===== src/hdl/lsu_pkg.sv =====
// ~~~~~~~~~~~~~~~~~~~~~~~~~~~~~~~~~~~~~~~~~~~~~~~~~~~~~~~~~~~~~~~~~~~~
// Shared constants for the load/store slice.
// Modules refer to these by scoped name, e.g. lsu_pkg::DATA_WIDTH.
// ~~~~~~~~~~~~~~~~~~~~~~~~~~~~~~~~~~~~~~~~~~~~~~~~~~~~~~~~~~~~~~~~~~~~
`default_nettype none

package lsu_pkg;

    // datapath widths
    localparam int DATA_WIDTH     = 32;
    localparam int ADDR_WIDTH     = 32;
    localparam int REG_ADDR_WIDTH = 5;
    localparam int MASK_WIDTH     = DATA_WIDTH / 8;

    // data RAM geometry, word index taken from address bits 9:2
    localparam int RAM_DEPTH     = 256;
    localparam int RAM_IDX_WIDTH = $clog2(RAM_DEPTH);

    // load funct3 encodings (RV32I)
    localparam logic [2:0] F3_LB  = 3'd0;
    localparam logic [2:0] F3_LH  = 3'd1;
    localparam logic [2:0] F3_LW  = 3'd2;
    localparam logic [2:0] F3_LBU = 3'd4;
    localparam logic [2:0] F3_LHU = 3'd5;

    // store funct3 encodings
    localparam logic [2:0] F3_SB = 3'd0;
    localparam logic [2:0] F3_SH = 3'd1;
    localparam logic [2:0] F3_SW = 3'd2;

    // interrupt level that blocks a memory access
    localparam logic INT_ASSERT = 1'b1;

endpackage

`default_nettype wire

===== src/hdl/lsu_op_decode.sv =====
// ~~~~~~~~~~~~~~~~~~~~~~~~~~~~~~~~~~~~~~~~~~~~~~~~~~~~~~~~~~~~~~~~~~~~
// Load/store operation decoder.
// Turns funct3 and the load/store class into one-hot strobes for the AGU.
// ~~~~~~~~~~~~~~~~~~~~~~~~~~~~~~~~~~~~~~~~~~~~~~~~~~~~~~~~~~~~~~~~~~~~
`timescale 1ns/1ns
`default_nettype none

module lsu_op_decode (
    input  logic [2:0] funct3_i,
    input  logic       load_i,
    input  logic       store_i,

    output logic       op_lb_o,
    output logic       op_lh_o,
    output logic       op_lw_o,
    output logic       op_lbu_o,
    output logic       op_lhu_o,
    output logic       op_sb_o,
    output logic       op_sh_o,
    output logic       op_sw_o,
    output logic       op_load_o,
    output logic       op_store_o
);

    logic is_load;
    logic is_store;

    // load wins if both class bits are set
    assign is_load  = load_i;
    assign is_store = store_i & ~load_i;

    assign op_load_o  = is_load;
    assign op_store_o = is_store;

    // load widths, undefined codes give no strobe
    assign op_lb_o  = is_load & (funct3_i == lsu_pkg::F3_LB);
    assign op_lh_o  = is_load & (funct3_i == lsu_pkg::F3_LH);
    assign op_lw_o  = is_load & (funct3_i == lsu_pkg::F3_LW);
    assign op_lbu_o = is_load & (funct3_i == lsu_pkg::F3_LBU);
    assign op_lhu_o = is_load & (funct3_i == lsu_pkg::F3_LHU);

    // store widths
    assign op_sb_o = is_store & (funct3_i == lsu_pkg::F3_SB);
    assign op_sh_o = is_store & (funct3_i == lsu_pkg::F3_SH);
    assign op_sw_o = is_store & (funct3_i == lsu_pkg::F3_SW);

endmodule

`default_nettype wire


===== config.mk =====
export PLATFORM = sky130hd
export DESIGN_NAME = lsu_op_decode
export DESIGN_NICKNAME = d
export VERILOG_FILES = /design/src/hdl/lsu_pkg.sv /design/src/hdl/lsu_op_decode.sv
export SDC_FILE = /design/constraint.sdc
export NUM_CORES = 1
export LEC_CHECK = 0
export ABC_AREA = 1
export BUFFER_PORTS_ARGS = -buffer_cell sky130_fd_sc_hd__buf_4
export CAP_MARGIN = 20
export CORE_AREA = 4 4 41 43
export DETAILED_ROUTE_END_ITERATION = 10
export DIE_AREA = 0 0 45 47
export GPL_ROUTABILITY_DRIVEN = 0
export PLACE_DENSITY = 0.34
export SYNTH_ARGS = -nofsm -noshare
export SYNTH_HDL_FRONTEND = slang
export SYNTH_SLANG_ARGS = --single-unit

===== constraint.sdc =====
create_clock -name vclk -period 0.8
set_clock_uncertainty 0.05 [all_clocks]
set_input_delay 0.24 -clock vclk [all_inputs]
set_output_delay 0.24 -clock vclk [all_outputs]
set_load 0.05 [all_outputs]

==> results.json, run 1 <==
{
  "post-place-ws_ns": -0.424,
  "status": "finished, violations left",
  "avgRoutedWirePerCell_um": 9.46,
  "antenna_cells": 0,
  "period_share_pct": 146,
  "hold_path_class": "input port to output pin",
  "grt_max_degree": 6,
  "holdPathEnd": "op_lhu_o",
  "rsz0062_at_grt": "true",
  "worst_path_max_delay_cell": "nand2_4",
  "ant_nets": 0,
  "fillers": 129,
  "fp.dieH_um": 47,
  "setup_ws_ns": -0.366,
  "netlist_top_cells_area": "nor2_1 (31%), inv_1 (22%), nand2_1 (13%)",
  "synth_common_cells": "nor2_1 (7), inv_1 (5), nand2_1 (3)",
  "synth_area_um2": 83.8,
  "p_leak_nw": 0.200,
  "layout.nets": 46,
  "cap_violations": 0,
  "ys_types": 6,
  "drive_above_1_share_pct": 100,
  "crit_chain": "buf_8, clkinvlp_4, nand2_4, clkinvlp_4, buf_8",
  "grt_overflow_total": 0,
  "hold_violations": 0,
  "vias_per_cell": 3.52,
  "ir_drop_mv": 0.162,
  "grt_use_total_pct": 5.75,
  "core_um2": 1300,
  "drtPass1Iterations": 1,
  "fin_crit_ns": 1.17,
  "drt_iter0_markers": 0,
  "regArea_um2": 0,
  "via_count": 190,
  "first_global_vias": 221,
  "synth_cells": 20,
  "slew_headroom_pct": 90.9,
  "ys_warn_count": 0,
  "setup_viol_count_final": 10,
  "finish.utilization_pct": 39.5,
  "grt_pass1_wl_um": 945,
  "areaGrowthSynthToFinish_pct": 513,
  "hold_ws_ns": 0.744,
  "slowest_delay_ns": 0.16,
  "cp.arrival_ns": 0.88,
  "seq_area_frac_synth_pct": 0,
  "die_area_um2": 2120,
  "critPathTopFamily": "buffers and inverters",
  "hold_start": "funct3_i[1]",
  "port-buffer-count": 15,
  "critPathCaptureType": "output pin",
  "rows": 13,
  "avgSynthCellArea_um2": 4.19,
  "synthMostInstantiatedCell": "nor2_1",
  "tightestPinTransition_ns": 0.136,
  "cp_max_fo": 4,
  "fmax_mhz": 858,
  "die_x_um": 45,
  "start_util_pct": 6.44,
  "drcViolationCount": 0,
  "dp_hpwl_um": 452,
  "violations": "negative setup slack",
  "required_ns": 0.51,
  "tns_ns": -3.08,
  "power_density_nw_per_um2": 534,
  "boundaryPins": 15,
  "yosysTopAreaCell": "nor2_1",
  "syn-num-nets": 25,
  "holdPathStages": 3,
  "totalWireLength_um": 511,
  "maxSlewViolCount": 0,
  "num-clock-buffers": 0,
  "multi_input_area_um2": 189,
  "seq_cells": 0,
  "start_kind": "input port",
  "critPathKind": "input port to output pin",
  "antenna_found_initial": 0,
  "synth_top_area_share_pct": 31.3,
  "critPathBufInv": 4
}
==> tightest hold or removal path: cells and delay by family <==
| family | cells | cell delay [ns] |
|---|---|---|
| buffers and inverters | 2 | 0.26 |
| and+or+nand+nor | 1 | 0.05 |
==> layer usage <==
metal  wire (um)  global-route usage (%)  vias to the layer above  part of all wire [%]
met2         289                    12.1                       12                    57
met5           0                       0                        -                     0
li1            -                       -                       96                     -
met1         146                    6.09                       82                    29
met3          75                    1.15                        0                    15
met4           0                       0                        0                     0
==> final cells by class <==
cell class / count / area share (%)
Multi-Input combinational cell: 14 / 36.7
Tap cell: 15 / 3.65
Timing Repair Buffer: 20 / 50.6
Inverter: 5 / 9.00
==> power breakdown <==
part	internal, mW	switching, mW	total [mW]
sequential	0	0	0
clock	0	0	0
combinational	0.125	0.149	0.274
==> cells by family (layout without fill, tap and decap cells) <==
kind of cell | count (synthesis) | count (layout) | share of synthesized area (%)
buffers and inverters | 6 | 25 | 31.3
AND/OR/NAND/NOR | 14 | 14 | 68.7
==> worst max path at each step <==
stage	from	end	cells after the start
6_report	load_i	op_store_o	5
5_1_grt	load_i	op_store_o	5
4_1_cts	load_i	op_store_o	5
3_5_place_dp	load_i	op_lh_o	5
3_3_place_gp	load_i	op_lh_o	5
2_1_floorplan	load_i	op_store_o	3
==> metrics by stage <==
step / total power, mW / instances / area [um2]
4_1_cts: 0.287 / 55 / 529
2_1_floorplan: 0.127 / 20 / 223
6_report: 0.274 / 54 / 514
3_3_place_gp: 0.217 / 53 / 389
5_1_grt: 0.288 / 54 / 514
3_5_place_dp: 0.219 / 53 / 389
==> timing repair <==
action,CTS,global route
resized for setup,30,1
hold buffers,0,0
setup buffers,2,0
pin swaps,5,3
setup endpoints to repair,10,10
==> placed cells by master, fill, tap and decap left out <==
master,count
inv_2,1
buf_6,10
nand2_8,1
nor2_4,7
clkinvlp_4,2
buf_4,3
inv_8,1
buf_8,3
nand2_4,2
nor3_4,2
buf_12,4
clkinv_8,1
nand3_4,2
No activity file was read; power rests on OpenSTA's default activity.
==> inputs of run 2 (changes only) <==
- CELL_PAD_IN_SITES_DETAIL_PLACEMENT: default -> 0
- CELL_PAD_IN_SITES_GLOBAL_PLACEMENT: default -> 2
- GPL_TIMING_DRIVEN: default -> 0
- PLACE_DENSITY: 0.34 -> 0.68
==> results.json, run 2 (synthesis results as in run 1) <==
{
  "ir_drop_mv": 0.221,
  "rsz0062_at_grt": "true",
  "worst_path_max_delay_cell": "buf_8",
  "avgRoutedWirePerCell_um": 8.71,
  "tightestPinTransition_ns": 0.133,
  "rows": 13,
  "cp_max_fo": 4,
  "fillers": 138,
  "start_util_pct": 6.44,
  "hold_path_class": "input port to output pin",
  "fin_crit_ns": 1.12,
  "finish.utilization_pct": 38.5,
  "drive_above_1_share_pct": 100,
  "seq_cells": 0,
  "placedCellCount": 50,
  "cp_common_cell": "clkinvlp_4",
  "vias_per_cell": 3.63,
  "fmax_mhz": 891,
  "clkPwrFrac_pct": 0,
  "drt_iter0_markers": 0,
  "drcViolationCount": 0,
  "start_kind": "input port",
  "layout.nets": 44,
  "num-clock-buffers": 0,
  "hold_ws_ns": 0.712,
  "fp.dieH_um": 47,
  "first_global_vias": 215,
  "slowest_delay_ns": 0.15,
  "antenna_found_initial": 0,
  "multi_input_area_um2": 189,
  "critPathKind": "input port to output pin",
  "areaGrowthSynthToFinish_pct": 497,
  "critPathTopFamily": "buffers and inverters",
  "switching_share_pct": 53.2,
  "switching_power_uw": 144,
  "setup_ws_ns": -0.323,
  "hold_violations": 0,
  "grt_use_total_pct": 5.04,
  "core_um2": 1300,
  "via_count": 189,
  "drtPass1Iterations": 1,
  "p_int_uw": 126,
  "totalWireLength_um": 453,
  "port-buffer-count": 15,
  "power_frac_seq_pct": 0,
  "final_common_cell": "buf_6",
  "p_leak_nw": 0.191,
  "die_x_um": 45,
  "maxSlewViolCount": 0,
  "power_frac_comb_pct": 100.0,
  "period_share_pct": 140,
  "grt_overflow_total": 0,
  "layout_common_cells": "buf_6 (9), nor2_4 (7), buf_12 (6)",
  "slew_headroom_pct": 91.1,
  "setup_viol_count_final": 10,
  "critPathBufInv": 4,
  "holdBufCountCts": 0,
  "stdcell_count": 52,
  "regArea_um2": 0,
  "cp.arrival_ns": 0.83,
  "power_density_nw_per_um2": 539,
  "boundaryPins": 15,
  "grt_max_degree": 6,
  "die_area_um2": 2120,
  "violations": "negative setup slack",
  "dp_hpwl_um": 417,
  "antenna_cells": 0,
  "cap_violations": 0,
  "required_ns": 0.51,
  "grt_pass1_wl_um": 834,
  "status": "finished, violations left",
  "critPathCaptureType": "output pin",
  "ant_nets": 0,
  "crit_chain": "buf_12, clkinvlp_4, nand2_4, clkinvlp_4, buf_8"
}
==> run 2: cell count changes in the layout (fill, tap and decap cells not counted), sizes merged <==
cell and change:
inv +1, buf -2, clkinv -1
==> run 2: path summary, 6_finish.rpt <==
kind	startpoint	end	slack, ns	depth (start not counted)
min	funct3_i[0]	op_lbu_o	0.71	3
max	load_i	op_store_o	-0.32	5
==> run 2: power by group through the flow <==
| stage | clock, mW | sequential [mW] | combinational, mW |
|---|---|---|---|
| 2_1_floorplan | 0 | 0 | 0.127 |
| 3_3_place_gp | 0 | 0 | 0.197 |
| 3_5_place_dp | 0 | 0 | 0.200 |
| 4_1_cts | 0 | 0 | 0.257 |
| 5_1_grt | 0 | 0 | 0.284 |
| 6_report | 0 | 0 | 0.270 |
==> run 2: final cells by class <==
class / instances / area share [%]
inverter: 5 / 6.75
tap: 15 / 3.75
buffer: 1 / 2.25
timing repair buffer: 17 / 49.5
multi-input combinational: 14 / 37.7
==> run 2: what timing repair did <==
item | 4_1_cts | 5_1_grt
endpoints found under the setup margin | 10 | 10
pin swaps | 6 | 3
resized for setup | 25 | 2
setup buffers | 1 | 1
endpoints found under the hold margin | 0 | 0
==> run 2: metrics by stage <==
step	cell area, um2	TNS [ns]	setup WS, ns	power, mW
2_1_floorplan	223	-2.04	-0.297	0.127
3_3_place_gp	354	-3.73	-0.500	0.197
3_5_place_dp	354	-3.80	-0.512	0.200
4_1_cts	473	-2.77	-0.353	0.257
5_1_grt	500	-3.12	-0.374	0.284
6_report	500	-2.79	-0.323	0.270
==> run 2: metal layers <==
| metal | vias up | part of all wire (%) | GRT usage, % |
|---|---|---|---|
| met5 | - | 0 | 0 |
| met4 | 0 | 0 | 0 |
| met3 | 0 | 12 | 0.383 |
| met2 | 13 | 52 | 11.0 |
| met1 | 83 | 35 | 5.42 |
| li1 | 93 | - | - |
==> inputs of run 3 (changes only) <==
- CORE_AREA: 4 4 41 43 -> 2 2 39 41
- DIE_AREA: 0 0 45 47 -> 0 0 41 43
==> results.json, run 3 (synthesis results as in run 1) <==
{
  "ir_drop_mv": 0.204,
  "seq_cells": 0,
  "hold_violations": 0,
  "critPathTopFamily": "buffers and inverters",
  "status": "finished, violations left",
  "top_layer_used": "met3",
  "p_leak_nw": 0.190,
  "wl_met3_um": 59,
  "rows": 14,
  "fmax_mhz": 891,
  "grt_pass1_wl_um": 703,
  "final_common_cell": "buf_6",
  "grt_use_total_pct": 5.51,
  "grt_max_degree": 6,
  "hold_path_class": "input port to output pin",
  "vias_per_cell": 3.58,
  "setup_viol_count_final": 10,
  "avgRoutedWirePerCell_um": 8.69,
  "start_util_pct": 6.06,
  "via_count": 197,
  "period_share_pct": 140,
  "drt_iter0_markers": 0,
  "slowest_delay_ns": 0.15,
  "drcViolationCount": 0,
  "die_x_um": 41,
  "finish.utilization_pct": 35.4,
  "fillers": 139,
  "rsz0062_at_grt": "true",
  "antenna_cells": 0,
  "drtPass1Iterations": 1,
  "ant_nets": 0,
  "antenna_found_initial": 0,
  "cp_max_fo": 4,
  "crit_chain": "buf_12, clkinvlp_4, nand2_4, clkinvlp_4, buf_8",
  "core_um2": 1380,
  "worst_path_max_delay_cell": "buf_8",
  "setup_ws_ns": -0.323,
  "areaGrowthSynthToFinish_pct": 485,
  "port-buffer-count": 15,
  "post-place-ws_ns": -0.516,
  "critPathBufInv": 4,
  "tightestPinTransition_ns": 0.135,
  "dr_wl_met2_um": 239,
  "regArea_um2": 0,
  "critPathCaptureType": "output pin",
  "num-clock-buffers": 0,
  "met1_length_um": 178,
  "boundaryPins": 15,
  "drive_above_1_share_pct": 100,
  "cp_common_cell": "clkinvlp_4",
  "dp_hpwl_um": 417,
  "first_global_vias": 169,
  "required_ns": 0.51,
  "violations": "negative setup slack",
  "maxSlewViolCount": 0,
  "layout_common_cells": "buf_6 (8), nor2_4 (7), buf_4 (5)",
  "fp.dieH_um": 43,
  "grt_overflow_total": 0,
  "power_density_nw_per_um2": 527,
  "slew_headroom_pct": 91.0,
  "fin_crit_ns": 1.12,
  "cp.arrival_ns": 0.83,
  "critPathKind": "input port to output pin",
  "layout.nets": 46,
  "start_kind": "input port",
  "die_area_um2": 1760,
  "cap_violations": 0,
  "totalWireLength_um": 478,
  "hold_ws_ns": 0.712
}
-- run 3: path summary, 6_finish.rpt --
check          to        start  slack (ns)  cells past startpoint
max    op_store_o       load_i       -0.32                      5
min      op_lbu_o  funct3_i[0]        0.71                      3
-- run 3: power by group --
part           total [mW]  switching, mW  leakage, nW  internal [mW]
combinational       0.258          0.144        0.190          0.114
clock                   0              0            0              0
sequential              0              0            0              0
-- run 3: cell type report --
cell class                 instances  area, um2  share of cell area (%)
timing repair buffer              19        240                    49.0
buffer                             1       7.51                    1.53
tap                               16       20.0                    4.08
inverter                           5       33.8                    6.89
multi-input combinational         14        189                    38.5
-- run 3: per-layer routing --
layer / global-route usage, % / up-vias
met1: 7.01 / 84
met4: 0 / 0
li1: - / 98
met5: 0 / -
met2: 10.3 / 15
met3: 0 / 0
-- run 3: per-stage QoR --
step | setup TNS, ns | std cells | power (mW) | cell area [um2]
final | -2.74 | 55 | 0.258 | 490
after global routing | -3.02 | 55 | 0.271 | 490
after CTS | -2.83 | 55 | 0.258 | 479
after detailed placement | -3.85 | 51 | 0.200 | 355
after global placement | -3.74 | 51 | 0.196 | 355
after floorplan | -2.04 | 20 | 0.127 | 223
-- run 3: repair_timing --
action                     4_1_cts  5_1_grt
pin swaps                        6        3
setup endpoints to repair       10       10
resized for setup               21        3
setup buffers                    4        0
hold buffers                     0        0
