<file path="config.mk">
export PLATFORM = sky130hd
export DESIGN_NAME = exu_agu_lsu_flat
export DESIGN_NICKNAME = d
export VERILOG_FILES = /design/src/hdl/lsu_pkg.sv /design/src/hdl/lsu_mem_if.sv /design/src/hdl/exu_agu_lsu.sv /design/src/flat_wrapper.sv
export SDC_FILE = /design/constraint.sdc
export NUM_CORES = 1
export LEC_CHECK = 0
export BUFFER_PORTS_ARGS = -buffer_cell sky130_fd_sc_hd__buf_2
export CORE_AREA = 2 2 98 100
export DETAILED_ROUTE_END_ITERATION = 12
export DIE_AREA = 0 0 100 102
export GPL_ROUTABILITY_DRIVEN = 1
export PLACE_DENSITY_LB_ADDON = 0.15
export SLEW_MARGIN = 20
export SYNTH_ARGS = -nofsm -noshare
export SYNTH_HDL_FRONTEND = slang
export SYNTH_SLANG_ARGS = --single-unit
</file>
<file path="constraint.sdc">
create_clock -name vclk -period 3.5
set_input_delay 0.525 -clock vclk [all_inputs]
set_output_delay 0.525 -clock vclk [all_outputs]
set_load 0.005 [all_outputs]
</file>
<file path="src/hdl/lsu_pkg.sv">
// ~~~~~~~~~~~~~~~~~~~~~~~~~~~~~~~~~~~~~~~~~~~~~~~~~~~~~~~~~~~~~~~~~~~~
// Shared constants for the load/store slice.
// Modules refer to these by scoped name, e.g. lsu_pkg::DATA_WIDTH.
// ~~~~~~~~~~~~~~~~~~~~~~~~~~~~~~~~~~~~~~~~~~~~~~~~~~~~~~~~~~~~~~~~~~~~
`default_nettype none

package lsu_pkg;

    // datapath widths
    localparam int DATA_WIDTH     = 32;
    localparam int ADDR_WIDTH     = 32;
    localparam int REG_ADDR_WIDTH = 5;
    localparam int MASK_WIDTH     = DATA_WIDTH / 8;

    // data RAM geometry, word index taken from address bits 9:2
    localparam int RAM_DEPTH     = 256;
    localparam int RAM_IDX_WIDTH = $clog2(RAM_DEPTH);

    // load funct3 encodings (RV32I)
    localparam logic [2:0] F3_LB  = 3'd0;
    localparam logic [2:0] F3_LH  = 3'd1;
    localparam logic [2:0] F3_LW  = 3'd2;
    localparam logic [2:0] F3_LBU = 3'd4;
    localparam logic [2:0] F3_LHU = 3'd5;

    // store funct3 encodings
    localparam logic [2:0] F3_SB = 3'd0;
    localparam logic [2:0] F3_SH = 3'd1;
    localparam logic [2:0] F3_SW = 3'd2;

    // interrupt level that blocks a memory access
    localparam logic INT_ASSERT = 1'b1;

endpackage

`default_nettype wire
</file>
<file path="src/hdl/lsu_mem_if.sv">
// ~~~~~~~~~~~~~~~~~~~~~~~~~~~~~~~~~~~~~~~~~~~~~~~~~~~~~~~~~~~~~~~~~~~~
// Data-memory bus between the AGU and the data RAM.
// No handshake: req is a per-cycle level, rdata follows addr.
// ~~~~~~~~~~~~~~~~~~~~~~~~~~~~~~~~~~~~~~~~~~~~~~~~~~~~~~~~~~~~~~~~~~~~
`timescale 1ns/1ns
`default_nettype none

interface lsu_mem_if #(
    parameter int DATA_W = 32,
    parameter int ADDR_W = 32,
    parameter int MASK_W = 4
) ();

    logic              req;
    logic              we;
    logic [ADDR_W-1:0] addr;
    logic [MASK_W-1:0] wmask;
    logic [DATA_W-1:0] wdata;
    logic [DATA_W-1:0] rdata;

    // requester side
    modport agu (output req, we, addr, wmask, wdata, input rdata);

    // memory side
    modport ram (input req, we, addr, wmask, wdata, output rdata);

endinterface

`default_nettype wire

</file>
<file path="src/hdl/exu_agu_lsu.sv">
// ~~~~~~~~~~~~~~~~~~~~~~~~~~~~~~~~~~~~~~~~~~~~~~~~~~~~~~~~~~~~~~~~~~~~
// Address generation and load/store unit, fully combinational.
// Drives the data-memory bus and the register-file writeback port.
// ~~~~~~~~~~~~~~~~~~~~~~~~~~~~~~~~~~~~~~~~~~~~~~~~~~~~~~~~~~~~~~~~~~~~
`timescale 1ns/1ns
`default_nettype none

module exu_agu_lsu (
    input  logic                               req_mem_i,
    input  logic [lsu_pkg::DATA_WIDTH-1:0]     mem_op1_i,
    input  logic [lsu_pkg::DATA_WIDTH-1:0]     mem_op2_i,
    input  logic [lsu_pkg::DATA_WIDTH-1:0]     mem_rs2_data_i,
    input  logic                               mem_op_lb_i,
    input  logic                               mem_op_lh_i,
    input  logic                               mem_op_lw_i,
    input  logic                               mem_op_lbu_i,
    input  logic                               mem_op_lhu_i,
    input  logic                               mem_op_sb_i,
    input  logic                               mem_op_sh_i,
    input  logic                               mem_op_sw_i,
    input  logic                               mem_op_load_i,
    input  logic                               mem_op_store_i,
    input  logic [lsu_pkg::REG_ADDR_WIDTH-1:0] rd_addr_i,
    input  logic                               int_assert_i,

    lsu_mem_if.agu                             mem_o,

    output logic [lsu_pkg::DATA_WIDTH-1:0]     reg_wdata_o,
    output logic                               reg_we_o,
    output logic [lsu_pkg::REG_ADDR_WIDTH-1:0] reg_waddr_o
);

    localparam int DW = lsu_pkg::DATA_WIDTH;
    localparam int MW = lsu_pkg::MASK_WIDTH;

    logic [lsu_pkg::ADDR_WIDTH-1:0] mem_addr;
    logic [1:0]                     addr_idx;
    logic                           valid_op;
    logic                           ld_wb;

    logic [MW-1:0] st_mask;
    logic [DW-1:0] st_data;
    logic [7:0]    ld_byte;
    logic [15:0]   ld_half;
    logic [DW-1:0] ld_data;

    assign mem_addr = mem_op1_i + mem_op2_i;
    assign addr_idx = mem_addr[1:0];

    // interrupt level kills the whole access
    assign valid_op = req_mem_i & (int_assert_i != lsu_pkg::INT_ASSERT);
    assign ld_wb    = valid_op & mem_op_load_i;

    // memory request side
    assign mem_o.req   = valid_op & (mem_op_load_i | mem_op_store_i);
    assign mem_o.we    = valid_op & mem_op_store_i;
    assign mem_o.addr  = mem_o.req ? mem_addr : '0;
    assign mem_o.wmask = mem_o.we ? st_mask : '0;
    assign mem_o.wdata = mem_o.we ? st_data : '0;

    // store lane placement
    always_comb begin
        st_mask = '0;
        st_data = '0;
        if (mem_op_sb_i) begin
            st_mask = MW'(1) << addr_idx;
            st_data = DW'(mem_rs2_data_i[7:0]) << {addr_idx, 3'b000};
        end else if (mem_op_sh_i) begin
            // halfwords only look at address bit 1
            if (addr_idx[1]) begin
                st_mask = 4'b1100;
                st_data = {mem_rs2_data_i[15:0], 16'h0000};
            end else begin
                st_mask = 4'b0011;
                st_data = {16'h0000, mem_rs2_data_i[15:0]};
            end
        end else if (mem_op_sw_i) begin
            st_mask = '1;
            st_data = mem_rs2_data_i;
        end
    end

    // pick the addressed byte and half out of the read word
    always_comb begin
        case (addr_idx)
            2'd0:    ld_byte = mem_o.rdata[7:0];
            2'd1:    ld_byte = mem_o.rdata[15:8];
            2'd2:    ld_byte = mem_o.rdata[23:16];
            default: ld_byte = mem_o.rdata[31:24];
        endcase
    end

    assign ld_half = addr_idx[1] ? mem_o.rdata[31:16] : mem_o.rdata[15:0];

    // sign or zero extension by width strobe
    always_comb begin
        ld_data = '0;
        if (mem_op_lb_i) begin
            ld_data = {{(DW-8){ld_byte[7]}}, ld_byte};
        end else if (mem_op_lbu_i) begin
            ld_data = {{(DW-8){1'b0}}, ld_byte};
        end else if (mem_op_lh_i) begin
            ld_data = {{(DW-16){ld_half[15]}}, ld_half};
        end else if (mem_op_lhu_i) begin
            ld_data = {{(DW-16){1'b0}}, ld_half};
        end else if (mem_op_lw_i) begin
            ld_data = mem_o.rdata;
        end
    end

    // writeback for any valid load, even with an unknown width
    assign reg_we_o    = ld_wb;
    assign reg_waddr_o = ld_wb ? rd_addr_i : '0;
    assign reg_wdata_o = ld_wb ? ld_data : '0;

endmodule

`default_nettype wire

</file>
<file path="src/flat_wrapper.sv">
// flat-port wrapper written by rule: the top's interface ports become plain ports
module exu_agu_lsu_flat 
  (req_mem_i, mem_op1_i, mem_op2_i, mem_rs2_data_i, mem_op_lb_i, mem_op_lh_i, mem_op_lw_i, mem_op_lbu_i, mem_op_lhu_i, mem_op_sb_i, mem_op_sh_i, mem_op_sw_i, mem_op_load_i, mem_op_store_i, rd_addr_i, int_assert_i, reg_wdata_o, reg_we_o, reg_waddr_o, mem_o_req, mem_o_we, mem_o_addr, mem_o_wmask, mem_o_wdata, mem_o_rdata);
  lsu_mem_if mem_o_i ();
  input  logic req_mem_i;
  input  logic [lsu_pkg::DATA_WIDTH-1:0] mem_op1_i;
  input  logic [lsu_pkg::DATA_WIDTH-1:0] mem_op2_i;
  input  logic [lsu_pkg::DATA_WIDTH-1:0] mem_rs2_data_i;
  input  logic mem_op_lb_i;
  input  logic mem_op_lh_i;
  input  logic mem_op_lw_i;
  input  logic mem_op_lbu_i;
  input  logic mem_op_lhu_i;
  input  logic mem_op_sb_i;
  input  logic mem_op_sh_i;
  input  logic mem_op_sw_i;
  input  logic mem_op_load_i;
  input  logic mem_op_store_i;
  input  logic [lsu_pkg::REG_ADDR_WIDTH-1:0] rd_addr_i;
  input  logic int_assert_i;
  output logic [lsu_pkg::DATA_WIDTH-1:0] reg_wdata_o;
  output logic reg_we_o;
  output logic [lsu_pkg::REG_ADDR_WIDTH-1:0] reg_waddr_o;
  output wire logic [$bits(mem_o_i.req)-1:0] mem_o_req;
  output wire logic [$bits(mem_o_i.we)-1:0] mem_o_we;
  output wire logic [$bits(mem_o_i.addr)-1:0] mem_o_addr;
  output wire logic [$bits(mem_o_i.wmask)-1:0] mem_o_wmask;
  output wire logic [$bits(mem_o_i.wdata)-1:0] mem_o_wdata;
  input wire logic [$bits(mem_o_i.rdata)-1:0] mem_o_rdata;
  assign mem_o_req = mem_o_i.req;
  assign mem_o_we = mem_o_i.we;
  assign mem_o_addr = mem_o_i.addr;
  assign mem_o_wmask = mem_o_i.wmask;
  assign mem_o_wdata = mem_o_i.wdata;
  assign mem_o_i.rdata = mem_o_rdata;
  exu_agu_lsu u_core (.req_mem_i(req_mem_i), .mem_op1_i(mem_op1_i), .mem_op2_i(mem_op2_i), .mem_rs2_data_i(mem_rs2_data_i), .mem_op_lb_i(mem_op_lb_i), .mem_op_lh_i(mem_op_lh_i), .mem_op_lw_i(mem_op_lw_i), .mem_op_lbu_i(mem_op_lbu_i), .mem_op_lhu_i(mem_op_lhu_i), .mem_op_sb_i(mem_op_sb_i), .mem_op_sh_i(mem_op_sh_i), .mem_op_sw_i(mem_op_sw_i), .mem_op_load_i(mem_op_load_i), .mem_op_store_i(mem_op_store_i), .rd_addr_i(rd_addr_i), .int_assert_i(int_assert_i), .mem_o(mem_o_i), .reg_wdata_o(reg_wdata_o), .reg_we_o(reg_we_o), .reg_waddr_o(reg_waddr_o));
endmodule
</file>
==> results.cfg, run 1 <==
[die]
start_util = 0.373
coreArea_um2 = 9110
die_w_um = 100
dieArea_um2 = 10200
fp-row-count = 35
ioPinCount = 253
die_height_um = 102

[layout]
clkbuf_count = 0
drive_above_1_share = 0.378
final_nets = 969
synthToLayoutAreaGrowth_pct = 42.5
seq_cell_count = 0
n_fill_cell = 950
ff_latch_area_um2 = 0

[pwr]
power_frac_seq = 0
powerDensity_nw_per_um2 = 159
clockPowerShare = 0
p_leak_nw = 2.64
switching_share = 0.550
power.switching_w = 0.000423
peakVddDrop_mv = 0.0839
power_frac_comb = 1.000
intPower_w = 0.000346
power.total_w = 0.000769

[place]
portBuffers = 253
globalplace.congestion = 0.945
hpwl_um = 12300

[global_routing]
antenna_found_initial = 0
track_usage = 0.260
grt_start_max_net_pins = 33
grt_pass1_vias = 4442
grt_overflow_total = 0
grt_pass1_wl_um = 22000

[sta]
fin_crit_sh = 0.947
rsz0062_at_grt = false
setup_viol = 0
worst_pin_slew_ns = 0.685
fin_crit_ns = 3.31
drv_slew = 0
max_slew_margin = 0.543
fmax_mhz = 302
setup-tns-final_ns = 0
finalHoldViolations = 0

[setup_path]
end_kind = output port
crit_arrival_ns = 2.79
startpoint_type = input pin
crit_path_end = mem_o_addr[28]
cp.required_ns = 2.97
cp_max_fo = 4
critPathKind = in2out
startpoint = mem_op2_i[0]

[drt]
vias = 5038
wl_met1_um = 6170
routed.top_layer = met4
drt_iter0_markers = 248
final_antenna_net_count = 0
routed_via_density = 5.59
firstDrtPassIters = 5
wl_met3_um = 886
wl_per_cell_um = 16.3
drc_errors = 0
wl_met2_um = 7280
wl_um = 14700

[status]
outcome = complete, no violations

[logic_synthesis]
synth.avg_cell_area_um2 = 6.20
synth_cells = 548
syn_area_um2 = 3400
synthesis.nets = 725
yosysWarnings = 0
ys_types = 57
synth_top_area_share = 0.122
yosysTopAreaCell = nor2_1
ys_seq_area_frac = 0
synth_area_leaders = nor2_1 12%, ha_1 11%, a21oi_1 9.6%, a22oi_1 6.8%, o21ai_0 5.0%

[hold_path]
hold_depth = 3
hold_class = in2out

[flow_run]
cap_violations = 0

[clocking]
cts_hold_buf = 0
## cell usage after synthesis, types with 11 or more instances
master,instances
a211oi_1,15
a21o_1,18
a21oi_1,65
a22oi_1,31
and2_1,20
clkbuf_1,25
ha_1,31
inv_1,12
nand2_1,39
nor2_1,110
nor2b_1,11
nor3_1,12
o21ai_0,34
xor2_1,11
## cells in the final DEF (no fill, tap or decap), types with 2 or more instances in the layout
cell / synthesis / final
buf_2: 1 / 253
nor2_1: 110 / 110
a21oi_1: 65 / 64
nand2_1: 39 / 39
o21ai_0: 34 / 33
a22oi_1: 31 / 31
ha_1: 31 / 31
buf_4: 1 / 21
and2_1: 20 / 20
a21o_1: 18 / 18
a211oi_1: 15 / 14
inv_1: 12 / 12
nor3_1: 12 / 12
nor2b_1: 11 / 11
xor2_1: 11 / 11
nand3_1: 10 / 10
nand2b_1: 10 / 10
xnor2_1: 10 / 10
and3_1: 9 / 9
mux4_2: 7 / 7
nand4_1: 6 / 6
o21a_1: 6 / 6
a31oi_1: 5 / 5
o21bai_1: 5 / 5
mux2i_1: 4 / 4
a211o_1: 3 / 3
mux2_2: 3 / 3
a211oi_2: 1 / 2
or3_1: 2 / 2
or2_2: 2 / 2
## how the worst min path moves through the flow
| stage | start | to | slack, ns |
|---|---|---|---|
| after global placement | rd_addr_i[0] | reg_waddr_o[0] | 1.35 |
| final | rd_addr_i[0] | reg_waddr_o[0] | 1.36 |
| after global routing | rd_addr_i[3] | reg_waddr_o[3] | 1.37 |
| after floorplan | mem_rs2_data_i[0] | mem_o_wdata[0] | 1.16 |
| after CTS | rd_addr_i[3] | reg_waddr_o[3] | 1.36 |
| after detailed placement | rd_addr_i[3] | reg_waddr_o[3] | 1.36 |
## metal layers
layer | GRT usage | vias to the layer above
met5 | 0 | -
met4 | 0.0590 | 0
met3 | 0.00752 | 27
met2 | 0.460 | 215
met1 | 0.354 | 2315
li1 | - | 2481
## metrics by stage
stage	utilization	setup slack, ns	instance area [µm²]	hold WS, ns	instances
after floorplan	-	0.492	3400	1.16	548
after global routing	0.531	0.0416	4840	1.37	901
after CTS	0.528	0.106	4810	1.36	898
after detailed placement	0.528	0.115	4810	1.36	898
final	0.532	0.186	4840	1.36	902
after global placement	0.528	0.184	4810	1.35	898
## power by group through the flow
| stage | registers, W | clock network, W | logic, W |
|---|---|---|---|
| 2_1_floorplan | 0 | 0 | 0.000485 |
| 3_3_place_gp | 0 | 0 | 0.000740 |
| 3_5_place_dp | 0 | 0 | 0.000750 |
| 4_1_cts | 0 | 0 | 0.000754 |
| 5_1_grt | 0 | 0 | 0.000846 |
| 6_report | 0 | 0.0000000000384 | 0.000769 |
## critical path: stages
cell	delay (ns)
buf_2	0.08
ha_1	0.16
inv_1	0.06
fa_1	0.41
nor2b_1	0.18
o31a_1	0.22
a211oi_2	0.12
a211o_1	0.36
a211oi_2	0.25
nor3_1	0.08
nor3_1	0.20
buf_2	0.15
## cell families after synthesis
group | after synthesis | share of synthesized area
muxes | 14 | 0.0681
buffers and inverters | 45 | 0.0582
xor gates and xnor gates | 21 | 0.0541
AOI/OAI and AO/OA | 197 | 0.372
adders and majority gates | 32 | 0.120
and+or+nand+nor | 239 | 0.328
## what timing repair did
action / CTS / global route
setup buffers: 0 / 3
resized for setup: 0 / 1
setup endpoints to repair: 0 / 1
## area by class of cell
class              instances  area (µm²)  area share
diodes                     1        2.50    0.000517
inverters                 12        45.0     0.00930
multi-input cells        503        3210       0.663
well taps                111         139      0.0287
repair buffers           275        1440       0.298
(Power assumes the default switching activity.)
==> run 2, diff against run 1 <==
--- a/config.mk
+++ b/config.mk
@@ -6,9 +6,9 @@
 export NUM_CORES = 1
 export LEC_CHECK = 0
 export BUFFER_PORTS_ARGS = -buffer_cell sky130_fd_sc_hd__buf_2
-export CORE_AREA = 2 2 98 100
+export CORE_AREA = 2 2 97 99
 export DETAILED_ROUTE_END_ITERATION = 12
-export DIE_AREA = 0 0 100 102
+export DIE_AREA = 0 0 99 101
 export GPL_ROUTABILITY_DRIVEN = 1
 export PLACE_DENSITY_LB_ADDON = 0.15
 export SLEW_MARGIN = 20
==> constraint.sdc (replaced) <==
create_clock -name vclk -period 2.9
set_input_delay 0.435 -clock vclk [all_inputs]
set_output_delay 0.435 -clock vclk [all_outputs]
set_load 0.005 [all_outputs]
==> results.cfg, run 2 (synthesized netlist as in run 1, its figures left out) <==
[status]
outcome = finished with violations
violations = negative setup slack

[drt]
wl_met3_um = 1300
final_antenna_net_count = 0
wl_met2_um = 7560
drt_iter0_markers = 288
vias = 5369
routed_via_density = 5.69
wl_per_cell_um = 16.5
drc_errors = 0
wl_um = 15500
firstDrtPassIters = 7
wl_met1_um = 6150
routed.top_layer = met4

[sta]
fmax_mhz = 339
fin_crit_sh = 1.02
setup_ws_ns = -0.0510
setup_viol = 4
finalHoldViolations = 0
rsz0062_at_grt = true
max_slew_margin = 0.292
fin_crit_ns = 2.95
drv_slew = 0
worst_pin_slew_ns = 1.06

[layout]
utilization = 0.625
ff_latch_area_um2 = 0
stdcell_count = 943
multi_input_area_um2 = 3600
final_nets = 1011
drive_above_1_share = 0.477
clkbuf_count = 0
diodes = 0
n_fill_cell = 830
final_common_cell = buf_2
design_area_um2 = 5610
synthToLayoutAreaGrowth_pct = 65.2
layout_common_cells = 249 x buf_2, 101 x nor2_1, 58 x buf_4
seq_cell_count = 0

[setup_path]
critical_path.max_stage_delay_ns = 0.52
crit_family = compound AO/OA/AOI/OAI gates
cp.required_ns = 2.47
path_buf_inv = 3
critPathKind = in2out
crit_path_frequent_cell = buf_2
cp_max_fo = 7
startpoint = mem_op1_i[19]
cp_slowest_cell = a2111oi_0
startpoint_type = input pin
end_kind = output port
cp_cell_sequence = buf_2 > ha_1 > a21oi_1 > o21ai_0 > a2111oi_0 > buf_4 > a211oi_2 > o21a_1 > nor3_2 > buf_2
crit_arrival_ns = 2.52

[place]
hpwl_um = 12200
globalplace.congestion = 1.00
place_area_um2 = 5050
portBuffers = 253
dp_cells = 930

[clocking]
cts_hold_buf = 0

[die]
fp-row-count = 35
die_height_um = 101
ioPinCount = 253
coreArea_um2 = 8980
die_w_um = 99
dieArea_um2 = 10000
start_util = 0.379

[global_routing]
grt_pass1_wl_um = 23100
track_usage = 0.272
antenna_found_initial = 0
grt_pass1_vias = 4853
grt_start_max_net_pins = 33
grt_overflow_total = 0

[pwr]
power.total_w = 0.00113
powerDensity_nw_per_um2 = 201
p_leak_nw = 2.91
peakVddDrop_mv = 0.125

[hold_path]
hold_class = in2out
hold_depth = 3
min_from = mem_rs2_data_i[0]
min_to = mem_o_wdata[0]

[flow_run]
cap_violations = 0
run 2: cell types whose count changed in the layout (fill, tap and decap cells not counted), sizes merged:
cell / change
buf: +40
diode: -1
clkbuf: +2
run 2: report_power, final:
part / internal (W) / leakage, nW / switching [W] / total (W)
combinational: 0.000543 / 2.91 / 0.000584 / 0.00113
clock: 0 / 0 / 0 / 0
sequential: 0 / 0 / 0 / 0
run 2: per-stage QoR:
stage | hold WS [ns] | setup slack (ns) | setup TNS, ns
final | 1.17 | -0.0510 | -0.104
after global routing | 1.20 | -0.157 | -1.57
after CTS | 1.17 | -0.0680 | -0.225
after detailed placement | 1.17 | -0.327 | -5.19
after global placement | 1.17 | -0.312 | -3.96
after floorplan | 0.980 | 0.0723 | 0
run 2: how the worst max path moves through the flow:
stage	endpoint	slack [ns]	cells past startpoint
floorplan	reg_wdata_o[11]	0.07	10
global placement	mem_o_addr[26]	-0.31	12
detailed placement	mem_o_addr[26]	-0.33	12
CTS	mem_o_addr[28]	-0.07	12
global route	mem_o_addr[18]	-0.16	13
finish	mem_o_addr[28]	-0.05	10
run 2: final cells by class:
| cell class | count | share of cell area |
|---|---|---|
| tap | 111 | 0.0247 |
| inverter | 12 | 0.00802 |
| multi-input combinational | 503 | 0.641 |
| timing repair buffer | 317 | 0.326 |
run 2: timing repair:
action	in CTS	in global routing
setup buffers	4	7
resized for setup	27	63
cloned	0	3
setup endpoints to repair	38	45
pin swaps	17	29
run 2: metal layers:
layer / GRT usage / vias to the layer above
met4: 0.0759 / 0
met1: 0.352 / 2429
met2: 0.491 / 328
met3: 0.0146 / 46
met5: 0 / -
li1: - / 2566
