[src/hdl/lsu_pkg.sv]
// ~~~~~~~~~~~~~~~~~~~~~~~~~~~~~~~~~~~~~~~~~~~~~~~~~~~~~~~~~~~~~~~~~~~~
// Shared constants for the load/store slice.
// Modules refer to these by scoped name, e.g. lsu_pkg::DATA_WIDTH.
// ~~~~~~~~~~~~~~~~~~~~~~~~~~~~~~~~~~~~~~~~~~~~~~~~~~~~~~~~~~~~~~~~~~~~
`default_nettype none

package lsu_pkg;

    // datapath widths
    localparam int DATA_WIDTH     = 32;
    localparam int ADDR_WIDTH     = 32;
    localparam int REG_ADDR_WIDTH = 5;
    localparam int MASK_WIDTH     = DATA_WIDTH / 8;

    // data RAM geometry, word index taken from address bits 9:2
    localparam int RAM_DEPTH     = 256;
    localparam int RAM_IDX_WIDTH = $clog2(RAM_DEPTH);

    // load funct3 encodings (RV32I)
    localparam logic [2:0] F3_LB  = 3'd0;
    localparam logic [2:0] F3_LH  = 3'd1;
    localparam logic [2:0] F3_LW  = 3'd2;
    localparam logic [2:0] F3_LBU = 3'd4;
    localparam logic [2:0] F3_LHU = 3'd5;

    // store funct3 encodings
    localparam logic [2:0] F3_SB = 3'd0;
    localparam logic [2:0] F3_SH = 3'd1;
    localparam logic [2:0] F3_SW = 3'd2;

    // interrupt level that blocks a memory access
    localparam logic INT_ASSERT = 1'b1;

endpackage

`default_nettype wire
[src/hdl/lsu_reg_file.sv]
// ~~~~~~~~~~~~~~~~~~~~~~~~~~~~~~~~~~~~~~~~~~~~~~~~~~~~~~~~~~~~~~~~~~~~
// 32 x 32 integer register file, x0 reads as zero.
// One write port from the LSU and one read port for observation.
// ~~~~~~~~~~~~~~~~~~~~~~~~~~~~~~~~~~~~~~~~~~~~~~~~~~~~~~~~~~~~~~~~~~~~
`timescale 1ns/1ns
`default_nettype none

module lsu_reg_file (
    input  logic                               clk_i,
    input  logic                               arst_n_i,
    input  logic                               we_i,
    input  logic [lsu_pkg::REG_ADDR_WIDTH-1:0] waddr_i,
    input  logic [lsu_pkg::DATA_WIDTH-1:0]     wdata_i,
    input  logic [lsu_pkg::REG_ADDR_WIDTH-1:0] raddr_i,
    output logic [lsu_pkg::DATA_WIDTH-1:0]     rdata_o
);

    localparam int NUM_REGS = 2 ** lsu_pkg::REG_ADDR_WIDTH;

    logic [lsu_pkg::DATA_WIDTH-1:0] regs_q [NUM_REGS];
    logic                           wr_en;

    // x0 is never written
    assign wr_en = we_i & (waddr_i != '0);

    always_ff @(posedge clk_i or negedge arst_n_i) begin
        if (!arst_n_i) begin
            for (int r = 0; r < NUM_REGS; r++) begin
                regs_q[r] <= '0;
            end
        end else if (wr_en) begin
            regs_q[waddr_i] <= wdata_i;
        end
    end

    // combinational read
    assign rdata_o = (raddr_i == '0) ? '0 : regs_q[raddr_i];

endmodule

`default_nettype wire

[config.mk]
export PLATFORM = sky130hd
export DESIGN_NAME = lsu_reg_file
export DESIGN_NICKNAME = d
export VERILOG_FILES = /design/src/hdl/lsu_pkg.sv /design/src/hdl/lsu_reg_file.sv
export SDC_FILE = /design/constraint.sdc
export NUM_CORES = 1
export LEC_CHECK = 0
export BUFFER_PORTS_ARGS = -buffer_cell sky130_fd_sc_hd__buf_4
export CORE_MARGIN = 2
export CORE_UTILIZATION = 40
export DETAILED_ROUTE_END_ITERATION = 10
export PLACE_DENSITY = 0.55
export SLEW_MARGIN = 20
export SYNTH_ARGS = -nofsm -noshare
export SYNTH_HDL_FRONTEND = slang
export SYNTH_SLANG_ARGS = --single-unit
export TNS_END_PERCENT = 10
[constraint.sdc]
create_clock -name clk_i -period 1.92 [get_ports clk_i]
set_input_delay 0.096 -clock clk_i [delete_from_list [all_inputs] [get_ports clk_i]]
set_output_delay 0.096 -clock clk_i [all_outputs]
set_load 0.005 [all_outputs]
==> results of run 1 <==
## through the flow
| stage | cell area [µm²] | std cells |
|---|---|---|
| 2_1_floorplan | 46420 | 2949 |
| 3_3_place_gp | 50470 | 4462 |
| 3_5_place_dp | 50470 | 4462 |
| 4_1_cts | 55030 | 4693 |
| 5_1_grt | 55200 | 4694 |
| 6_report | 55200 | 4694 |
## final cells by class
class | instances | share of cell area [%]
Clock buffer | 175 | 6.202
Clock inverter | 31 | 0.7004
Inverter | 1 | 0.009067
Multi-Input combinational cell | 1602 | 36.07
Sequential cell | 1024 | 46.42
Tap cell | 1512 | 3.427
Timing Repair Buffer | 349 | 7.174
## logic make-up (layout without fill, tap and decap cells)
logic type,count (synthesis),after routing,share of synthesized area (%)
multiplexers,1312,1312,37.09
AO/OA/AOI/OAI,183,183,2.849
flip-flops,1024,1024,55.21
buffers and inverters,323,556,3.607
AND/OR/NAND/NOR,107,107,1.248
## power groups by stage
stage | sequential, W | combinational, W | clock (W)
global route | 0.0281 | 0.0104 | 0.0234
floorplan | 0.0272 | 0.00672 | 0
detailed placement | 0.0280 | 0.00936 | 0
finish | 0.0277 | 0.00967 | 0.0220
global placement | 0.0276 | 0.00902 | 0
CTS | 0.0276 | 0.00969 | 0.0225
## worst max-delay path, delay by kind of cell, from the launching register on
family	cells	cell delay (ps)
AO/OA/AOI/OAI	2	550
multiplexers	1	470
flip-flops	1	390
buffers and inverters	1	210
## cell usage in the layout, fill, tap and decap left out, types with 7 or more instances in the layout
cell / netlist / routed
dfrtp_1: 1024 / 1024
mux2_2: 994 / 985
mux4_2: 224 / 224
buf_4: 44 / 212
clkbuf_16: 0 / 115
buf_12: 0 / 98
mux2i_1: 64 / 64
dlygate4sd3_1: 0 / 35
clkbuf_8: 0 / 32
nor2b_1: 33 / 30
mux2_1: 30 / 30
o21ai_1: 52 / 28
clkbuf_1: 151 / 28
a211oi_2: 0 / 26
a311oi_2: 0 / 21
a22oi_1: 32 / 21
nand2_1: 34 / 19
o21ai_2: 0 / 18
clkinv_2: 0 / 17
nor2_4: 0 / 17
a221oi_1: 22 / 17
nand2_2: 0 / 15
a22oi_2: 0 / 11
o2111ai_1: 9 / 9
mux2_4: 0 / 9
bufinv_16: 0 / 7
## worst paths after layout
kind / start / end / slack [ps] / depth (start not counted)
min in group clk_i: waddr_i[1] / regs_q[89]$_DFFE_PN0P_ / 140 / 4
max: regs_q[307]$_DFFE_PN0P_ / rdata_o[19] / -500 / 4
max reg2reg: regs_q[540]$_DFFE_PN0P_ / regs_q[540]$_DFFE_PN0P_ / 930 / 3
min: arst_n_i / regs_q[885]$_DFFE_PN0P_ / 40 / 3
min reg2reg: regs_q[992]$_DFFE_PN0P_ / regs_q[992]$_DFFE_PN0P_ / 370 / 0
max in group asynchronous: arst_n_i / regs_q[324]$_DFFE_PN0P_ / 410 / 5
## cell usage after synthesis, drive strengths merged
master,count
nor3,1
a221oi,23
o21ai,55
mux4,224
a211oi,32
clkbuf,151
nand3b,4
nand2b,1
dfrtp,1024
and2,1
a311oi,32
and3b,1
and3,1
inv,1
a22oi,32
or2,2
or4,1
o2111ai,9
mux2,1024
mux2i,64
nand2,34
nor2,20
or3b,1
nor3b,4
buf,171
nor2b,33
and2b,1
nand3,2
## layer usage
layer  share of wire, %  vias to the layer above
met5              0.030                        -
met4                3.4                        6
met3                3.9                      243
met2                 49                      590
met1                 44                    14980
li1                   -                    11280
## what timing repair did
| item | CTS | global route |
|---|---|---|
| endpoints found under the hold margin | 2016 | 0 |
| gates resized for setup | 88 | 30 |
| setup buffers | 3 | 1 |
| setup endpoints to repair | 32 | 32 |
| pin swaps | 20 | 20 |
| gates cloned | 0 | 0 |
| hold buffers | 35 | 0 |
==> metrics.txt, run 1 <==
Syn Area/Cell approximately 16 µm²; post-synth top area share 55.21%; final slew viol count 0; kind of critical path flip-flop to output port; Worst Setup Slack, final -496.3 ps; Setup Skew 0 ps; FP Rows 124; final core occ 48.14%; Pre-Repair DR Iteration Count 6; measured slew at the worst slew-check pin around 780 ps; Netlist Area Pre-Place around 46000 µm²; width of the chip between 300 and 400 µm; dpl hpwl 83680 µm; total net switching power roughly 0.015 W; dominant cell type by area after synthesis dfrtp_1; Flop pwr share between 40% and 50%; Die H 344.7 µm; diode count 0; # IOs 77; die area about 120000 µm²; biggest regs regs_q x1024; max_slew headroom 48.18%; GR peak layer met2; synth warn 0; unrepaired setup endpoints after global routing yes; CTS tree yes; Yosys cell types 35; residual DRC count 0; Peak VDD IR a little under 0.8 mV; worst skew pair latency 670 ps; Initial DRC Count 1702; failing checks negative setup slack; CP Max Fanout 2; syn nets 2994; internal power 0.04466 W; Synth-to-Final Area Change 18.92%; Max Cap Violations 0; Clock Tree Buf Depth 3; status finished with violations; number of port buffers between 70 and 80; worst-path cell chain mux4_2 > a22oi_1 > a311oi_2 > buf_4; Starting Density 40.48%; H-tree depth 3; Filler cells 9562; Antenna Nets Post-Route 0; #FFs+latches synth 1024; area of the multi-input gates 19910 µm²; CP max stage cell mux4_2; FF/Latch Area 25620 µm²; Post-Route WL 137000 µm; core footprint 114700 µm²; crit end category output port; fin crit period around 2400 ps; Critical Path RT 1820 ps; Final Setup Violations 32; Worst-path clk slew 60 ps; synth top area cells dfrtp_1 55%, mux2_2 24%, mux4_2 11%, mux2i_1 1.4%, clkbuf_1 1.2%; routed length per instance 29.19 µm; Num CTS Buffers 113; leakage 24.46 nW; first-pass GRT wire length 204200 µm; Fmax between 400 and 500 MHz; global route overflow 0; M1 GR Usage 31.73%; Via density 5.772; Num Clock Sinks 1024; Seq/Total Area, Yosys 55.21%; Worst Setup Start Kind flip-flop; initial antenna violation count 4; worst path arrival time around 2300 ps; pre-CTS setup slack -587.6 ps; M3 GR Usage 3.727%; post-route setup TNS -13320 ps; met2 usage 38.95%; fin nets ~3100; GRT Total Usage 23.53%; max FFs per register 1024; clock power share about 37%; final hold slack 36.87 ps; gpl congestion 0.7769; switch share 24.83%; Final Hold Fails 0; Hold Crit Class input pin to async pin; Vias between 20000 and 30000; largest net degree at the start of global routing 138; share of cells above drive strength 1 58.05%; slowest stage delay, CP 470 ps; Pwr Total 0.05941 W; pwr/cell area 1076 nW/µm²; crit share post-route 125.8%; number of global-route vias before repair 29550; combinational share of power ~16%; clock root cell clkbuf_16; largest register by flop count regs_q; Mapped Cells 2949
No activity file was read; power rests on OpenSTA's default activity.
==> inputs of run 2 (changes only) <==
--- a/config.mk
+++ b/config.mk
@@ -7,9 +7,9 @@
 export LEC_CHECK = 0
 export BUFFER_PORTS_ARGS = -buffer_cell sky130_fd_sc_hd__buf_4
 export CORE_MARGIN = 2
-export CORE_UTILIZATION = 40
+export CORE_UTILIZATION = 30
 export DETAILED_ROUTE_END_ITERATION = 10
-export PLACE_DENSITY = 0.55
+export PLACE_DENSITY = 0.44
 export SLEW_MARGIN = 20
 export SYNTH_ARGS = -nofsm -noshare
 export SYNTH_HDL_FRONTEND = slang
==> run 2 against run 1 <==
Net effect:
- the run still ends with negative setup slack left
- worst hold slack improved by 75 ps
- combinational power rose by 0.7%
- setup slack got worse by 110 ps
- global-route usage fell by 4.4 points
- wire length rose by 9.1%
- sequential share of layout area fell by 1.0 points
- maximum frequency fell by 4.5%
- register-to-register slack improved by 140 ps
- clock power rose by 6%
- largest cell class unchanged
- highest routed layer unchanged
==> metrics.txt, run 2 (same netlist as run 1, synthesis figures left out) <==
Vias 27190 (+0.35%); gpl congestion 0.7557 (-2.7%); crit share post-route 131.8% (+5.9 points); largest register by flop count regs_q; clock root cell clkbuf_16; fin nets 3180 (+1.4%); final slew viol count 0 (unchanged); clock power share 38.4% (+1.3 points); first-pass GRT wire length 219500 µm (+7.5%); Via density 5.155 (-11%); Worst Setup Slack, final -610.1 ps (-113.8 ps); Hold Crit Class input pin to flip-flop; most frequent cells in the layout 1024 x dfrtp_1, 983 x mux2_2, 236 x buf_4, 224 x mux4_2, 118 x clkbuf_16; Starting Density 30.17% (-10 points); Synth-to-Final Area Change 21.60%; GR peak layer met2; kind of critical path flip-flop to output port; worst skew pair latency 730 ps (+60 ps); worst r2r src regs_q[892]$_DFFE_PN0P_; H-tree depth 3 (unchanged); post-route setup TNS -16720 ps (-3399 ps); Die H 397.4 µm (+15%); crit end category output port; internal power 0.04555 W (+2.0%); # IOs 77 (unchanged); fin cells 5275 (+12%); Initial DRC Count 1690 (-0.71%); FP Rows 144 (+16%); pwr/cell area 1079 nW/µm² (+0.23%); Clock Tree Buf Depth 3 (unchanged); met2 usage 30.38% (-8.6 points); measured slew at the worst slew-check pin 886.3 ps (+109.0 ps); Peak VDD IR 0.7083 mV (-10%); Final Hold Fails 0 (unchanged); Final Setup Violations 32 (unchanged); M3 GR Usage 2.818% (-0.91 points); commonest non-fill, non-tap cell in the layout dfrtp_1; max_slew headroom 40.72% (-7.5 points); M1 GR Usage 26.99% (-4.7 points); Worst Setup Start Kind flip-flop; worst path arrival time 2430 ps (+110 ps); Antenna Nets Post-Route 0 (unchanged); Num CTS Buffers 117 (+3.5%); core footprint 153900 µm² (+34%); CP Max Fanout 2 (unchanged); Max Cap Violations 0 (unchanged); failing checks negative setup slack; unrepaired setup endpoints after global routing yes; GRT Total Usage 19.13% (-4.4 points); die area 157900 µm² (+33%); leakage 24.86 nW (+1.6%); Fmax 395.2 MHz (-4.5%); residual DRC count 0 (unchanged); Post-Route WL 149500 µm (+9.1%); Flop pwr share 45.6% (-1.0 points); status finished with violations; share of cells above drive strength 1 58.33% (+0.29 points); Placed Cells 5034 (+13%); combinational share of power 16.0% (-0.3 points); total net switching power 0.01534 W (+4.0%); width of the chip 397.4 µm (+15%); number of port buffers 76 (unchanged); CTS tree yes; initial antenna violation count 8 (+4); Worst Setup SP regs_q[846]$_DFFE_PN0P_; max FFs per register 1024 (unchanged); dpl hpwl 95080 µm (+14%); Critical Path RT 1820 ps (about the same); Worst-path clk slew 60 ps (about the same); Num Clock Sinks 1024 (unchanged); Min-Delay Startpoint waddr_i[4]; switch share 25.19% (+0.36 points); largest net degree at the start of global routing 108 (-22%); number of global-route vias before repair 29970 (+1.4%); fin crit period 2530 ps (+113.8 ps); Pre-Repair DR Iteration Count 5 (-1); biggest regs regs_q x1024; global route overflow 0 (unchanged); routed length per instance 28.34 µm (-2.9%); Setup Skew 0 ps (unchanged)
==> run 2: power groups by stage <==
stage	sequential [W]	clock, W	combinational (W)
global route	0.0282	0.0250	0.0106
floorplan	0.0272	0	0.00672
detailed placement	0.0281	0	0.00957
CTS	0.0277	0.0241	0.00986
global placement	0.0278	0	0.00926
finish	0.0277	0.0234	0.00974
==> run 2: per-stage QoR <==
stage / hold slack, ps / total power [W] / instance area (µm²) / setup WS (ps) / utilization, %
global route: 89.45 / 0.06376 / 56440 / -710.9 / 36.68
CTS: 47.06 / 0.06163 / 56310 / -713.6 / 36.60
global placement: 25.06 / 0.03702 / 51620 / -669.3 / 33.55
finish: 111.4 / 0.06089 / 56440 / -610.1 / 36.68
floorplan: -199.6 / 0.03397 / 46420 / 477.3 / -
detailed placement: 35.17 / 0.03765 / 51620 / -583.0 / 33.55
==> run 2: area by class of cell <==
| class | instances | area [µm²] |
|---|---|---|
| Fill cell | 14460 | 97420 |
| Sequential cell | 1024 | 25620 |
| Multi-Input combinational cell | 1602 | 19780 |
| Timing Repair Buffer | 389 | 4436 |
| Clock buffer | 162 | 3378 |
| Tap cell | 2044 | 2557 |
| Clock inverter | 50 | 651.9 |
| Antenna cell | 3 | 7.507 |
| Inverter | 1 | 6.256 |
==> run 2: path summary, 6_finish.rpt <==
check                      cells past startpoint                        to  slack [ps]
setup / recovery                               6               rdata_o[14]        -610
hold / removal                                 4   regs_q[826]$_DFFE_PN0P_         110
setup reg to reg                               1   regs_q[892]$_DFFE_PN0P_        1070
hold reg to reg                                0  regs_q[1013]$_DFFE_PN0P_         370
max in group asynchronous                      3   regs_q[460]$_DFFE_PN0P_         510
min in group asynchronous                      3    regs_q[57]$_DFFE_PN0P_         140
==> run 2: worst max-delay path: stages, from the launching register on <==
cell and delay (ps):
dfrtp_1 380, mux4_2 460, mux2_4 300, o21ai_4 150, a311oi_2 60, buf_4 200
buf_6 120
==> run 2: repair_timing <==
action	in CTS	in global routing
resized for setup	71	28
pin swaps	21	7
hold buffers	34	0
endpoints found under the setup margin	32	32
cloned	0	0
endpoints found under the hold margin	1967	0
buffers inserted	0	0
==> run 2: metal layers <==
metal / part of all wire, % / wire, µm
met2: 47 / 70070
met4: 2.8 / 4141
met5: 0.029 / 44
met3: 4.0 / 5961
met1: 46 / 69260
==> inputs of run 3 (changes only) <==
--- a/config.mk
+++ b/config.mk
@@ -10,6 +10,7 @@
 export CORE_UTILIZATION = 30
 export DETAILED_ROUTE_END_ITERATION = 10
 export PLACE_DENSITY = 0.44
+export RECOVER_POWER = 25
 export SLEW_MARGIN = 20
 export SYNTH_ARGS = -nofsm -noshare
 export SYNTH_HDL_FRONTEND = slang
==> run 3 against run 2 <==
Net effect:
- core utilization is 0.089 points lower
- final area fell by 0.24%
- global-route usage unchanged
- register-to-register slack gained 20 ps
- maximum frequency up 0.30%
- power barely moved
- via count decreased by 0.27%
- largest power group unchanged
- flip-flop and latch count did not move
- count of clock-buffer cells in the layout is the same
- combinational power about the same
- the run ends with max-capacitance violations, max-slew violations, negative setup slack left
==> metrics.txt, run 3 (same netlist as run 1, synthesis figures left out) <==
worst r2r src regs_q[892]$_DFFE_PN0P_; residual DRC count 0 (unchanged); area of the multi-input gates 19780 µm² (unchanged); Initial DRC Count 1772 (+4.9%); Post-DP Area 51620 µm² (unchanged); core footprint 153900 µm² (unchanged); leakage 24.78 nW (-0.33%); setup bufs post-CTS 0 (unchanged); Vias 27120 (-0.27%); largest net degree at the start of global routing 108 (unchanged); gpl congestion 0.7557 (unchanged); fin cells 5275 (unchanged); Fmax 396.4 MHz (+0.30%); CP Max Fanout 2 (unchanged); Worst Setup SP regs_q[782]$_DFFE_PN0P_; Synth-to-Final Area Change 21.31%; worst skew pair latency 720 ps (about the same); max FFs per register 1024 (unchanged); kind of critical path flip-flop to output port; Filler cells 14490 (+0.19%); CTS tree yes; # IOs 77 (unchanged); Final Setup Violations 32 (unchanged); clock root cell clkbuf_16; Placed Cells 5034 (unchanged); design area 56310 µm² (-0.24%); Die H 397.4 µm (unchanged); first-pass GRT wire length 219500 µm (unchanged); number of global-route vias before repair 29970 (unchanged); global route overflow 0 (unchanged); Setup Skew 0 ps (unchanged); Antenna Nets Post-Route 0 (unchanged); failing checks max-capacitance violations, max-slew violations, negative setup slack; Via density 5.141 (-0.27%); Num CTS Buffers 117 (unchanged); pwr/cell area 1081 nW/µm² (+0.19%); Pre-Repair DR Iteration Count 4 (-1); Clock Tree Buf Depth 3 (unchanged); Peak VDD IR 0.7076 mV (about the same); Hold Crit Class input pin to flip-flop; Final Hold Fails 0 (unchanged); largest register by flop count regs_q; Num Clock Sinks 1024 (unchanged); Critical Path RT 1820 ps (about the same); share of cells above drive strength 1 57.90% (-0.43 points); Worst-path clk slew 60 ps (about the same); R2R Path End regs_q[892]$_DFFE_PN0P_; Worst Setup Start Kind flip-flop; measured slew at the worst slew-check pin 1573 ps (+686.4 ps); crit end category output port; H-tree depth 3 (unchanged); most frequent cells in the layout 1024 x dfrtp_1, 983 x mux2_2, 224 x mux4_2, 222 x buf_4, 118 x clkbuf_16; fin crit period 2523 ps (-7.449 ps); unrepaired setup endpoints after global routing yes; FP Rows 144 (unchanged); status finished with violations; Post-Route WL 149600 µm (about the same); post-route setup TNS -16650 ps (+60.30 ps); routed length per instance 28.36 µm (about the same); r2r setup slk 1090 ps (+20 ps); commonest non-fill, non-tap cell in the layout dfrtp_1; initial antenna violation count 8 (unchanged); Starting Density 30.17% (unchanged); Worst Setup Slack, final -602.7 ps (+7.449 ps); worst path arrival time 2430 ps (about the same); max_slew headroom -4.848% (-46 points); width of the chip 397.4 µm (unchanged); fin nets 3180 (unchanged); Max Cap Violations 1 (+1); crit share post-route 131.4% (-0.39 points); Critical Path End rdata_o[14]; number of port buffers 76 (unchanged); GRT Total Usage 19.13% (unchanged); r2r worst-path depth 1 (unchanged); dpl hpwl 95080 µm (unchanged); FF/Latch Area 25620 µm² (unchanged); final slew viol count 60 (+60); biggest regs regs_q x1024; die area 157900 µm² (unchanged)
## run 3: cell types whose count changed in the layout (fill, tap and decap cells not counted)
cell	change
buf_4	-14
clkbuf_1	+14
buf_12	-6
clkbuf_2	+4
clkbuf_4	+2
## run 3: stage by stage
step,setup WS [ps],utilization (%),power (W),hold slack (ps)
floorplan,477.3,-,0.03397,-199.6
global placement,-669.3,33.55,0.03702,25.06
detailed placement,-583.0,33.55,0.03765,35.17
CTS,-713.6,36.60,0.06163,47.06
global route,-710.9,36.59,0.06372,89.45
finish,-602.7,36.59,0.06086,103.4
## run 3: how the worst min path moves through the flow
stage / from / endpoint / slack, ps / cells after the start
CTS: waddr_i[4] / regs_q[826]$_DFFE_PN0P_ / 50 / 4
finish: waddr_i[4] / regs_q[878]$_DFFE_PN0P_ / 100 / 4
global route: waddr_i[4] / regs_q[825]$_DFFE_PN0P_ / 90 / 4
detailed placement: arst_n_i / regs_q[278]$_DFFE_PN0P_ / 40 / 1
global placement: arst_n_i / regs_q[278]$_DFFE_PN0P_ / 30 / 1
floorplan: arst_n_i / regs_q[0]$_DFFE_PN0P_ / -200 / 0
## run 3: timing repair
item / in CTS / in global routing
pin swaps: 21 / 7
gates resized for setup: 71 / 28
endpoints found under the setup margin: 32 / 32
endpoints found under the hold margin: 1967 / 0
hold buffers: 34 / 0
## run 3: area by class of cell
class	instances	share of cell area (%)
antenna	3	0.01333
clock buffer	162	6.000
clock inverter	50	1.158
inverter	1	0.01111
multi-input combinational	1602	35.13
sequential	1024	45.51
tap	2044	4.542
timing repair buffer	389	7.633
## run 3: metal layers
metal  vias up  wire length, µm  global-route usage [%]  part of all wire, %
met3       219             5333                   2.818                  3.6
met5         -               44                       0                0.029
met2       492            70120                   30.38                   47
li1      11370                -                       -                    -
met1     15030            69900                   26.99                   47
met4         6             4180                   5.858                  2.8
## run 3: critical path, cell delays in order, from the launching register on
cell and delay [ps]:
dfrtp_1 370, mux4_2 470, mux2_4 300, o21ai_4 150, a311oi_2 60, buf_4 200, buf_6 120
## run 3: where the power goes
part | internal, W | switching, W | leakage, nW
Sequential | 0.0257 | 0.00207 | 13.1
Combinational | 0.00587 | 0.00385 | 9.64
Clock | 0.0140 | 0.00942 | 2.01
Total | 0.0455 | 0.0153 | 24.8
